[config.mk]
export PLATFORM = sky130hd
export DESIGN_NAME = fdsu_special_top
export DESIGN_NICKNAME = d
export VERILOG_FILES = /design/src/design/fdsu_fmt_pkg.sv /design/src/design/fdsu_op_pkg.sv /design/src/design/fdsu_operand_classify.sv /design/src/design/fdsu_special_detect.sv /design/src/design/fdsu_special_result.sv /design/src/design/fdsu_special_ctrl.sv /design/src/design/fdsu_special_top.sv
export VERILOG_INCLUDE_DIRS = /design/src /design/src/design
export SDC_FILE = /design/constraint.sdc
export NUM_CORES = 1
export LEC_CHECK = 0
export BUFFER_PORTS_ARGS = -buffer_cell sky130_fd_sc_hd__buf_4
export CORE_MARGIN = 5
export CORE_UTILIZATION = 59
export CTS_BUF_LIST = sky130_fd_sc_hd__clkbuf_8
export CTS_CLUSTER_DIAMETER = 80
export DETAILED_ROUTE_END_ITERATION = 10
export MAX_ROUTING_LAYER = met4
export PLACE_DENSITY = 0.93
export SLEW_MARGIN = 20
export SYNTH_ARGS = -nofsm -noshare
export SYNTH_HDL_FRONTEND = slang
export SYNTH_SLANG_ARGS = --single-unit
[constraint.sdc]
create_clock -name clk -period 11.75 [get_ports clk]
set_input_delay 2.35 -clock clk [delete_from_list [all_inputs] [get_ports clk]]
set_output_delay 2.35 -clock clk [all_outputs]
set_load 0.01 [all_outputs]
[src/design/fdsu_defines.svh]
// word, exponent and fraction widths, default quiet NaN patterns
`ifndef FDSU_DEFINES_SVH
`define FDSU_DEFINES_SVH

// register word width
`define FDSU_XLEN 64

// double precision fields
`define FDSU_D_EXP  11
`define FDSU_D_FRAC 52

// single precision fields
`define FDSU_S_EXP  8
`define FDSU_S_FRAC 23

// default quiet NaN, sign 0, exponent all ones, fraction msb set
`define FDSU_D_DQNAN 64'h7ff8_0000_0000_0000
// single default NaN, upper half boxed with ones
`define FDSU_S_DQNAN 64'hffff_ffff_7fc0_0000

`endif

[src/design/fdsu_fmt_pkg.sv]
// operand format enum, operand word union and operand class struct
`include "fdsu_defines.svh"

package fdsu_fmt_pkg;

  // operand precision
  typedef enum logic
  {
    FMT_D = 1'b0,
    FMT_S = 1'b1
  } fp_fmt_e;

  // double view of a register word
  typedef struct packed
  {
    logic                     sign;
    logic [`FDSU_D_EXP-1:0]   exp;
    logic [`FDSU_D_FRAC-1:0]  frac;
  } fp_d_view_t;

  // single view, upper half holds the NaN box
  typedef struct packed
  {
    logic [`FDSU_XLEN-1-`FDSU_S_EXP-`FDSU_S_FRAC-1:0] box;
    logic                                            sign;
    logic [`FDSU_S_EXP-1:0]                          exp;
    logic [`FDSU_S_FRAC-1:0]                         frac;
  } fp_s_view_t;

  // one 64-bit word, decoded as double or as boxed single
  typedef union packed
  {
    fp_d_view_t d;
    fp_s_view_t s;
  } fp_word_u;

  // class of one operand
  // cnan is an unboxed single, always reported with qnan too
  typedef struct packed
  {
    logic zero;
    logic inf;
    logic snan;
    logic qnan;
    logic cnan;
    logic norm;
    logic sign;
  } op_class_t;

endpackage

[src/design/fdsu_op_pkg.sv]
// request, special decision and response structs
`include "fdsu_defines.svh"

package fdsu_op_pkg;

  // one divide or sqrt operation, 132 bits
  typedef struct packed
  {
    logic                   div;
    logic                   sqrt;
    fdsu_fmt_pkg::fp_fmt_e  fmt;
    // carry NaN payloads instead of default NaN
    logic                   dqnan_mode;
    fdsu_fmt_pkg::fp_word_u oper0;
    fdsu_fmt_pkg::fp_word_u oper1;
  } fdsu_req_t;

  // source of the quiet NaN payload
  typedef enum logic [1:0]
  {
    QSEL_DEFAULT = 2'd0,
    QSEL_OP0     = 2'd1,
    QSEL_OP1     = 2'd2
  } qnan_sel_e;

  // decision of the special-case detector
  typedef struct packed
  {
    logic      nv;
    logic      dz;
    logic      result_zero;
    logic      result_inf;
    logic      result_qnan;
    qnan_sel_e qnan_sel;
    logic      result_sign;
    // special result, srt iteration not needed
    logic      srt_skip;
  } special_dec_t;

  // response back to the requester, 67 bits
  typedef struct packed
  {
    logic [`FDSU_XLEN-1:0] result;
    logic                  nv;
    logic                  dz;
    logic                  skip;
  } fdsu_rsp_t;

endpackage

[src/design/fdsu_operand_classify.sv]
// operand classifier for double and NaN-boxed single words
`include "fdsu_defines.svh"

module fdsu_operand_classify (
  input  fdsu_fmt_pkg::fp_word_u  oper,
  input  fdsu_fmt_pkg::fp_fmt_e   fmt,
  output fdsu_fmt_pkg::op_class_t op_class
);

  logic boxed;
  logic sign;
  logic exp_max;
  logic exp_zero;
  logic frac_zero;
  logic frac_msb;

  // field decode through the view picked by fmt
  always_comb
  begin
    if (fmt == fdsu_fmt_pkg::FMT_S)
    begin
      // upper half must be all ones for a legal single
      boxed     = &oper.s.box;
      sign      = oper.s.sign;
      exp_max   = &oper.s.exp;
      exp_zero  = ~|oper.s.exp;
      frac_zero = ~|oper.s.frac;
      frac_msb  = oper.s.frac[`FDSU_S_FRAC-1];
    end
    else
    begin
      boxed     = 1'b1;
      sign      = oper.d.sign;
      exp_max   = &oper.d.exp;
      exp_zero  = ~|oper.d.exp;
      frac_zero = ~|oper.d.frac;
      frac_msb  = oper.d.frac[`FDSU_D_FRAC-1];
    end
  end

  // class flags
  always_comb
  begin
    op_class.cnan = !boxed;
    op_class.zero = boxed && exp_zero && frac_zero;
    op_class.inf  = boxed && exp_max && frac_zero;
    // fraction msb clear with nonzero fraction
    op_class.snan = boxed && exp_max && !frac_zero && !frac_msb;
    // unboxed words behave as quiet NaN
    op_class.qnan = !boxed || (exp_max && frac_msb);
    // denormals fall into norm
    op_class.norm = boxed && !exp_max && !(exp_zero && frac_zero);
    op_class.sign = sign;
  end

endmodule

[src/design/fdsu_special_detect.sv]
// exception detection, special result decision and NaN source selection
module fdsu_special_detect (
  input  fdsu_op_pkg::fdsu_req_t    cap_req,
  input  fdsu_fmt_pkg::op_class_t   op0_class,
  input  fdsu_fmt_pkg::op_class_t   op1_class,
  output fdsu_op_pkg::special_dec_t dec
);

  logic div;
  logic sqrt;
  logic div_nv;
  logic sqrt_nv;
  logic nv;
  logic dz;
  logic div_rst_zero;
  logic div_rst_inf;
  logic div_rst_qnan;
  logic rst_zero;
  logic rst_inf;
  logic rst_qnan;
  logic rst_default_qnan;
  logic op1_is_snan;
  logic op1_is_qnan;
  fdsu_op_pkg::qnan_sel_e qnan_sel;

  assign div  = cap_req.div;
  assign sqrt = cap_req.sqrt;

  // ==========================================================================
  // exceptions
  // ==========================================================================

  // div nv: any snan, 0/0, inf/inf
  assign div_nv = op0_class.snan || op1_class.snan ||
                  (op0_class.zero && op1_class.zero) ||
                  (op0_class.inf && op1_class.inf);

  // sqrt nv: snan, or negative value that is not zero or NaN
  assign sqrt_nv = op0_class.snan ||
                   (op0_class.sign && (op0_class.norm || op0_class.inf));

  assign nv = (div && div_nv) || (sqrt && sqrt_nv);

  // normal over zero
  assign dz = div && op0_class.norm && op1_class.zero;

  // ==========================================================================
  // special result kind
  // ==========================================================================

  // zero over normal, or any finite over inf
  assign div_rst_zero = (op0_class.zero && op1_class.norm) ||
                        ((op0_class.zero || op0_class.norm) && op1_class.inf);
  // sqrt of zero keeps the zero
  assign rst_zero = (div && div_rst_zero) || (sqrt && op0_class.zero);

  // inf over finite
  assign div_rst_inf = op0_class.inf && (op1_class.zero || op1_class.norm);
  // sqrt of +inf, plus divide by zero
  assign rst_inf = (div && div_rst_inf) ||
                   (sqrt && op0_class.inf && !op0_class.sign) ||
                   dz;

  // any quiet NaN input, or an invalid operation
  assign div_rst_qnan = op0_class.qnan || op1_class.qnan;
  assign rst_qnan = (div && div_rst_qnan) || (sqrt && op0_class.qnan) || nv;

  // invalid cases without a NaN input always give the default NaN
  assign rst_default_qnan =
    (div && op0_class.zero && op1_class.zero) ||
    (div && op0_class.inf && op1_class.inf) ||
    (sqrt && op0_class.sign && (op0_class.norm || op0_class.inf));

  // ==========================================================================
  // NaN payload source
  // ==========================================================================

  // op1 only takes part in divide
  assign op1_is_snan = op1_class.snan && div;
  assign op1_is_qnan = op1_class.qnan && div;

  // signalling before quiet, op0 before op1
  always_comb
  begin
    if (!rst_qnan || rst_default_qnan || !cap_req.dqnan_mode)
      qnan_sel = fdsu_op_pkg::QSEL_DEFAULT;
    else if (op0_class.snan)
      qnan_sel = fdsu_op_pkg::QSEL_OP0;
    else if (op1_is_snan)
      qnan_sel = fdsu_op_pkg::QSEL_OP1;
    else if (op0_class.qnan)
      // unboxed single has no payload to carry
      qnan_sel = op0_class.cnan ? fdsu_op_pkg::QSEL_DEFAULT : fdsu_op_pkg::QSEL_OP0;
    else if (op1_is_qnan)
      qnan_sel = op1_class.cnan ? fdsu_op_pkg::QSEL_DEFAULT : fdsu_op_pkg::QSEL_OP1;
    else
      qnan_sel = fdsu_op_pkg::QSEL_DEFAULT;
  end

  // decision
  always_comb
  begin
    dec.nv          = nv;
    dec.dz          = dz;
    dec.result_zero = rst_zero;
    dec.result_inf  = rst_inf;
    dec.result_qnan = rst_qnan;
    dec.qnan_sel    = qnan_sel;
    // xor for divide, zero keeps its sign under sqrt, sqrt(+inf) is positive
    dec.result_sign = div ? (op0_class.sign ^ op1_class.sign)
                          : (op0_class.zero && op0_class.sign);
    dec.srt_skip    = rst_zero || rst_inf || rst_qnan;
  end

endmodule

[src/design/fdsu_special_result.sv]
// special result word builder and response register
`include "fdsu_defines.svh"

module fdsu_special_result (
  input  logic                      clk,
  input  logic                      rst_n,
  input  logic                      rsp_load,
  input  fdsu_op_pkg::fdsu_req_t    cap_req,
  input  fdsu_op_pkg::special_dec_t dec,
  output fdsu_op_pkg::fdsu_rsp_t    rsp
);

  fdsu_fmt_pkg::fp_word_u src;
  fdsu_fmt_pkg::fp_word_u word;

  // payload source for NaN propagation
  assign src = (dec.qnan_sel == fdsu_op_pkg::QSEL_OP1) ? cap_req.oper1 : cap_req.oper0;

  always_comb
  begin
    // non-special results stay zero for the srt datapath
    word = '0;
    if (cap_req.fmt == fdsu_fmt_pkg::FMT_S)
    begin
      if (dec.result_qnan && dec.qnan_sel == fdsu_op_pkg::QSEL_DEFAULT)
        word = `FDSU_S_DQNAN;
      else if (dec.result_qnan)
      begin
        // operand sign and fraction with the quiet bit forced
        word.s.box                    = '1;
        word.s.sign                   = src.s.sign;
        word.s.exp                    = '1;
        word.s.frac                   = src.s.frac;
        word.s.frac[`FDSU_S_FRAC-1]   = 1'b1;
      end
      else if (dec.result_inf || dec.result_zero)
      begin
        // boxed signed inf or zero
        word.s.box  = '1;
        word.s.sign = dec.result_sign;
        word.s.exp  = dec.result_inf ? '1 : '0;
        word.s.frac = '0;
      end
    end
    else
    begin
      if (dec.result_qnan && dec.qnan_sel == fdsu_op_pkg::QSEL_DEFAULT)
        word = `FDSU_D_DQNAN;
      else if (dec.result_qnan)
      begin
        word.d.sign                   = src.d.sign;
        word.d.exp                    = '1;
        word.d.frac                   = src.d.frac;
        word.d.frac[`FDSU_D_FRAC-1]   = 1'b1;
      end
      else if (dec.result_inf || dec.result_zero)
      begin
        word.d.sign = dec.result_sign;
        word.d.exp  = dec.result_inf ? '1 : '0;
        word.d.frac = '0;
      end
    end
  end

  // stage 2 response held until the next load
  always_ff @(posedge clk)
  begin
    if (!rst_n)
      rsp <= '0;
    else if (rsp_load)
    begin
      rsp.result <= word;
      rsp.nv     <= dec.nv;
      rsp.dz     <= dec.dz;
      rsp.skip   <= dec.srt_skip;
    end
  end

endmodule

[src/design/fdsu_special_ctrl.sv]
// four-phase req/ack sequencer with request capture and load enable
module fdsu_special_ctrl (
  input  logic                   clk,
  input  logic                   rst_n,
  input  logic                   req,
  input  fdsu_op_pkg::fdsu_req_t req_data,
  output logic                   ack,
  output fdsu_op_pkg::fdsu_req_t cap_req,
  output logic                   rsp_load
);

  typedef enum logic [1:0]
  {
    ST_IDLE     = 2'd0,
    ST_CAPTURE  = 2'd1,
    ST_RESPOND  = 2'd2,
    ST_WAIT_LOW = 2'd3
  } ctrl_state_e;

  ctrl_state_e state_q;
  ctrl_state_e state_d;

  // ==========================================================================
  // state machine
  // ==========================================================================

  always_comb
  begin
    state_d = state_q;
    case (state_q)
      ST_IDLE:
        if (req)
          state_d = ST_CAPTURE;
      // request sits in stage 1, response loads at the end
      ST_CAPTURE:
        state_d = ST_RESPOND;
      ST_RESPOND:
        state_d = ST_WAIT_LOW;
      // ack held until the requester lets go of req
      ST_WAIT_LOW:
        if (!req)
          state_d = ST_IDLE;
      default:
        state_d = ST_IDLE;
    endcase
  end

  always_ff @(posedge clk)
  begin
    if (!rst_n)
      state_q <= ST_IDLE;
    else
      state_q <= state_d;
  end

  // stage 1 capture while idle
  always_ff @(posedge clk)
  begin
    if (state_q == ST_IDLE && req)
      cap_req <= req_data;
  end

  assign rsp_load = (state_q == ST_CAPTURE);
  assign ack      = (state_q == ST_WAIT_LOW);

endmodule

[src/design/fdsu_special_top.sv]
// special-case front end top, controller, classifiers, detector, result stage
module fdsu_special_top (
  input  logic                   clk,
  input  logic                   rst_n,
  input  logic                   req,
  input  fdsu_op_pkg::fdsu_req_t req_data,
  output logic                   ack,
  output fdsu_op_pkg::fdsu_rsp_t rsp
);

  fdsu_op_pkg::fdsu_req_t    cap_req;
  logic                      rsp_load;
  fdsu_fmt_pkg::op_class_t   op0_class;
  fdsu_fmt_pkg::op_class_t   op1_class;
  fdsu_op_pkg::special_dec_t dec;

  // handshake and stage 1
  fdsu_special_ctrl fdsu_special_ctrl_inst (
    .clk      (clk),
    .rst_n    (rst_n),
    .req      (req),
    .req_data (req_data),
    .ack      (ack),
    .cap_req  (cap_req),
    .rsp_load (rsp_load)
  );

  // one classifier per operand
  fdsu_operand_classify fdsu_op0_classify_inst (
    .oper     (cap_req.oper0),
    .fmt      (cap_req.fmt),
    .op_class (op0_class)
  );

  fdsu_operand_classify fdsu_op1_classify_inst (
    .oper     (cap_req.oper1),
    .fmt      (cap_req.fmt),
    .op_class (op1_class)
  );

  fdsu_special_detect fdsu_special_detect_inst (
    .cap_req   (cap_req),
    .op0_class (op0_class),
    .op1_class (op1_class),
    .dec       (dec)
  );

  // stage 2
  fdsu_special_result fdsu_special_result_inst (
    .clk      (clk),
    .rst_n    (rst_n),
    .rsp_load (rsp_load),
    .cap_req  (cap_req),
    .dec      (dec),
    .rsp      (rsp)
  );

endmodule

# Word-level counts from Yosys, hierarchy flattened
# Index checks and enable logic that the tools add are counted.
# classes
bitwise_logic	1
n_eq_ne	6
div	0
reduce_logical	109
n_mux	33
n_addsub	0
mul	0
order_cmp	0
shifts	0
# ops
op	count
$mux W64	8
$reduce_or A52 Y1	2
$reduce_and A32 Y1	2
$logic_and A1 B1 Y1	48
$reduce_or A23 Y1	2
$logic_or A1 B1 Y1	23
$reduce_and A11 Y1	2
$reduce_or A11 Y1	2
$logic_not A1 Y1	21
$mux W2	8
$reduce_and A8 Y1	2
$reduce_or A8 Y1	2
$mux W1	14
$mux W11	1
$mux W8	1
$pmux W2 S4	1
$eq A2 B2 Y1 const B	3
$logic_not A2 Y1	2
$ne A2 B2 Y1 const B	2
$eq A2 B1 Y1 const B	1
$reduce_and A2 Y1	1
$xor A1 B1 Y1	1
# totals
latchBits	0
mem_bits_rw	0
in_bits	135
romBits	0
regBits	201
memories	0
output_inout_bits	68

# Depth between registers and ports, before layout
# logic_depth
depth_word	21
depth_mapped	12

# Cells and area by module
# A second synthesis with hierarchy kept.
# hier_totals
cells_unflattened	655
area_unflattened_um2	8112.8
# modules_own_cells
module	cells_per_inst	area_each_um2	instances	seq_area_each_um2
fdsu_special_ctrl	150	4144.0	1	4003.8
fdsu_special_result	357	2880.3	1	1141.1
fdsu_operand_classify	55	427.9	2	0.0
fdsu_special_detect	38	232.7	1	0.0

# Least setup slack after synthesis
# No wires, ideal clock.
# synth_path
path_kind	input -> register
start	input port req
end	register fdsu_special_ctrl_inst.cap_req[0] (netlist name)
t_required_ps	11243
n_path_buf	0
setup_time_ps	507
cell_stages	1
arrival_time_ps	5357
path_slack_ps	5886
cell_sequence	and2_1
# synth_via
elab_chain_len	1
# synth_lines
element	line_no	source
from (decl)	fdsu_special_top.sv:5	input logic req,
$logic_and A1 B1 Y1	fdsu_special_ctrl.sv:59	if (state_q == ST_IDLE && req)
# No other way between the ends.
# A chain may end at the register's enable or synchronous reset.

# Final worst setup path
# layout_path
start	register fdsu_special_ctrl_inst.cap_req[67] (netlist name)
end	register fdsu_special_result_inst.rsp[19] (netlist name)
# layout_via
elab_chain_len	21
# layout_lines
element	line_no	source
$reduce_or A52 Y1 or $reduce_or A23 Y1 (tied branches)	fdsu_operand_classify.sv:36, fdsu_operand_classify.sv:27	
$logic_not A1 Y1, on equally long branches	fdsu_operand_classify.sv:36, fdsu_operand_classify.sv:27	
$mux W1 (*)	fdsu_operand_classify.sv:20	if (fmt == fdsu_fmt_pkg::FMT_S)
$logic_not A1 Y1 or $logic_and A1 B1 Y1 (tied branches)	fdsu_operand_classify.sv:48, fdsu_operand_classify.sv:52	
$logic_and A1 B1 Y1 or $logic_not A1 Y1 (tied branches)	fdsu_operand_classify.sv:48, fdsu_operand_classify.sv:52	
$logic_and A1 B1 Y1, on equally long branches	fdsu_operand_classify.sv:48, fdsu_operand_classify.sv:52	
$logic_or A1 B1 Y1, on equally long branches	fdsu_special_detect.sv:34, fdsu_special_detect.sv:40, fdsu_special_detect.sv:72	
$logic_or A1 B1 Y1 or $logic_and A1 B1 Y1 (tied branches)	fdsu_special_detect.sv:34, fdsu_special_detect.sv:40	
[... 4 more ...]	-	
$logic_not A1 Y1	fdsu_special_detect.sv:85	if (!rst_qnan || rst_default_qnan || !cap_req.dqnan_mode)
$logic_or A1 B1 Y1 (2 in series)	fdsu_special_detect.sv:85	
$mux W2	fdsu_special_detect.sv:85	
$eq A2 B2 Y1	fdsu_special_result.sv:17	assign src = (dec.qnan_sel == fdsu_op_pkg::QSEL_OP1) ? cap_req.oper1 : cap_req.oper0;
$mux W64	fdsu_special_result.sv:17	
$mux W64, on equally long branches	fdsu_special_result.sv:49, fdsu_special_result.sv:27	
$mux W64, on equally long branches	fdsu_special_result.sv:47, fdsu_special_result.sv:25	
$mux W64 (*)	fdsu_special_result.sv:23	if (cap_req.fmt == fdsu_fmt_pkg::FMT_S)
# Every way passes the cells marked *; elsewhere a longest branch is shown, timed or not.

==> flow_metrics.env <==
export IMPL_status="finished, final reports clean"
export IMPL_via_count=6045
export IMPL_io_pins=203
export IMPL_finClkSkew_ps=11.49
export IMPL_synthAdderAreaFrac=0.007803
export IMPL_ys_seq_area_frac=0.6417
export IMPL_grt_pass1_wl_um=31530
export IMPL_reg2reg_setup_slack_ps=7730
export IMPL_cts_setup_buffers=0
export IMPL_maxSlewViolCount=0
export IMPL_start_util=0.6030
export IMPL_port_buffers=202
export IMPL_ant_nets=0
export IMPL_holdWs_ps=485.1
export IMPL_yosys_area_top_type="edfxtp_1"
export IMPL_synthesis_nets=760
export IMPL_clk_latency_ps=460
export IMPL_p_leak_nw=3.612
export IMPL_async_reset_ff_frac=0
export IMPL_maxSlewHeadroom=0.2957
export IMPL_layout_common_cells="buf_4 (207), edfxtp_1 (132), dfxtp_1 (59)"
export IMPL_ys_flop_type="edfxtp_1"
export IMPL_post_route_min_period_ps=4022
export IMPL_wire_per_inst_um=21.07
export IMPL_ys_ff_latch=191
export IMPL_crit_type="flip-flop to flip-flop"
export IMPL_path_max_fanout=22
export IMPL_setup_viol=0
export IMPL_avgSynthCellArea_um2=12.93
export IMPL_synth_compound_area_share=0.1149
export IMPL_utilization=0.7516
export IMPL_max_freq_mhz=248.6
export IMPL_worst_pin_slew_ps=1057
export IMPL_worstPathRequired_ps=12160
export IMPL_cts_tree="done"
export IMPL_numCtsBuffers=17
export IMPL_finalCritPeriodShare=0.3423
export IMPL_synth_distinct_cells=58
export IMPL_synthSimpleGateAreaFrac=0.1342
export IMPL_regToRegEndpoint="fdsu_special_result_inst.rsp[19]"
export IMPL_wirelength_um=20930
export IMPL_grt_pass1_vias=5960
export IMPL_hpwl_um=15620
export IMPL_die_h_um=126.6
export IMPL_num_antenna_cells=0
export IMPL_tns_ps=0
export IMPL_root_buffer="clkbuf_8"
export IMPL_grt_antenna_before_repair=0
export IMPL_cts_sinks=191
export IMPL_ir_drop_uv=108.1
export IMPL_synthesis_area_um2=8018
export IMPL_finalHoldViolCount=0
export IMPL_reg2regPathDepth=9
export IMPL_setup_worst_path_start="fdsu_special_ctrl_inst.cap_req[67]"
export IMPL_clock_path_buffers=2
export IMPL_synth_top_family_by_area="simple AND/OR/NAND/NOR gates"
export IMPL_grt_max_degree=72
export IMPL_drive_gt1_frac=0.3170
export IMPL_cts_resized=0
export IMPL_drt_pass1_iterations=6
export IMPL_arrival_ps=4430
export IMPL_ys_warn_count=0
export IMPL_rows=42
export IMPL_synth_top_cell_area_share=0.4944
export IMPL_crit_path_start_kind="flip-flop"
export IMPL_clkSlewWorstSetupHoldPaths_ps=90
export IMPL_powerDensity_nw_per_um2=196.3
export IMPL_htreeDepth=4
export IMPL_ys_top_cells_by_area="edfxtp_1 (49%), dfxtp_1 (15%), mux2i_1 (6.9%)"
export IMPL_overflow=0
export IMPL_syn_inst=620
export IMPL_rsz0062_at_grt="false"
export IMPL_synth_edff_count=132
export IMPL_area_growth_pct=24.64
export IMPL_synthXorXnorAreaFrac=0.001092
export IMPL_nFillCells=828
export IMPL_crit_reg2reg_launch="fdsu_special_ctrl_inst.cap_req[67]"
export IMPL_die_area_um2=16020
export IMPL_synthMuxAreaShare=0.07007
export IMPL_final_common_cell="buf_4"
export IMPL_drc=0
export IMPL_routabilityCongestion=0.9548
export IMPL_die_width_um=126.6
export IMPL_endpoint_kind="flip-flop"
export IMPL_drtIter0Drc=588
export IMPL_crit_end="fdsu_special_result_inst.rsp[19]"
export IMPL_hp_start="fdsu_special_result_inst.rsp[66]"
export IMPL_nets=944
export IMPL_viasPerCell=6.088
export IMPL_fp_coreArea_um2=13300
export IMPL_grt_total_usage=0.2607
export IMPL_cts_hold_buf=0
export IMPL_min_path_type="flip-flop to flip-flop"
export IMPL_max_cap_viol_count=0
[critical path, stage by stage (launching register included)]
cell	delay, ps
edfxtp_1	430
nor4_1	530
o211ai_1	250
nor2_1	300
o21ai_1	210
o2bb2ai_1	260
a2111oi_1	730
o2111ai_2	700
o2bb2ai_1	370
and2_1	160
[synth_stat cells, drive strengths merged, types with 20 or more instances]
library cell	count
mux2i	55
and2	24
or2	21
o21ai	30
nor4	35
nand4	20
dfxtp	59
edfxtp	132
o2bb2ai	24
clkbuf	22
nor2	26
buf	20
a31oi	21
[where the power goes]
| group | leakage, nW | switching [mW] | internal (mW) | total, mW |
|---|---|---|---|---|
| registers | 1.73 | 0.124 | 0.929 | 1.05 |
| clock network | 0.207 | 0.228 | 0.201 | 0.430 |
| logic | 1.67 | 0.284 | 0.194 | 0.479 |
| total | 3.61 | 0.636 | 1.32 | 1.96 |
[logic make-up after synthesis]
kind of cell | after synthesis
simple gates | 192
flops | 191
compound gates | 126
mux | 56
buf+inv | 49
fa+ha+maj | 5
xor+xnor | 1
[area by class of cell]
class	instances	area, um^2	area share
Timing Repair Buffer	207	1554	0.1555
Multi-Input combinational cell	380	2648	0.2649
Clock buffer	19	261.5	0.02617
Tap cell	176	220.2	0.02204
Sequential cell	191	5145	0.5148
Inverter	7	26.28	0.002629
Clock inverter	13	138.9	0.01390
[how the worst min path moves through the flow]
stage                                             endpoint  slack (ps)  depth (start not counted)
after floorplan           fdsu_special_result_inst.rsp[66]         490                          2
after global placement     fdsu_special_result_inst.rsp[0]         470                          2
after detailed placement  fdsu_special_result_inst.rsp[66]         470                          2
after CTS                 fdsu_special_result_inst.rsp[66]         480                          2
after global routing       fdsu_special_result_inst.rsp[0]         530                          2
final                     fdsu_special_result_inst.rsp[66]         490                          2
[per-stage QoR]
stage | instances | setup slack, ps | area, um^2 | total power [mW]
final | 993 | 7728 | 9993 | 1.961
after global routing | 993 | 7332 | 9993 | 2.051
after CTS | 993 | 7820 | 9993 | 1.963
after detailed placement | 961 | 7401 | 9593 | 1.540
after global placement | 961 | 7484 | 9593 | 1.508
after floorplan | 620 | 5886 | 8018 | 1.329
[registers in the layout, summed over array words and instances (netlist names)]
name / flops
fdsu_special_result_inst.rsp: 57
fdsu_special_ctrl_inst.state_q: 2
fdsu_special_ctrl_inst.cap_req: 132
[routing by layer]
metal / GRT usage / up-vias / routed length, um
li1: - / 2783 / -
met1: 0.3261 / 2896 / 8313
met2: 0.4200 / 322 / 10410
met3: 0.06641 / 44 / 1772
met4: 0.08265 / 0 / 431
met5: - / - / 0
Note: power is estimated with default switching activity, not from simulation.
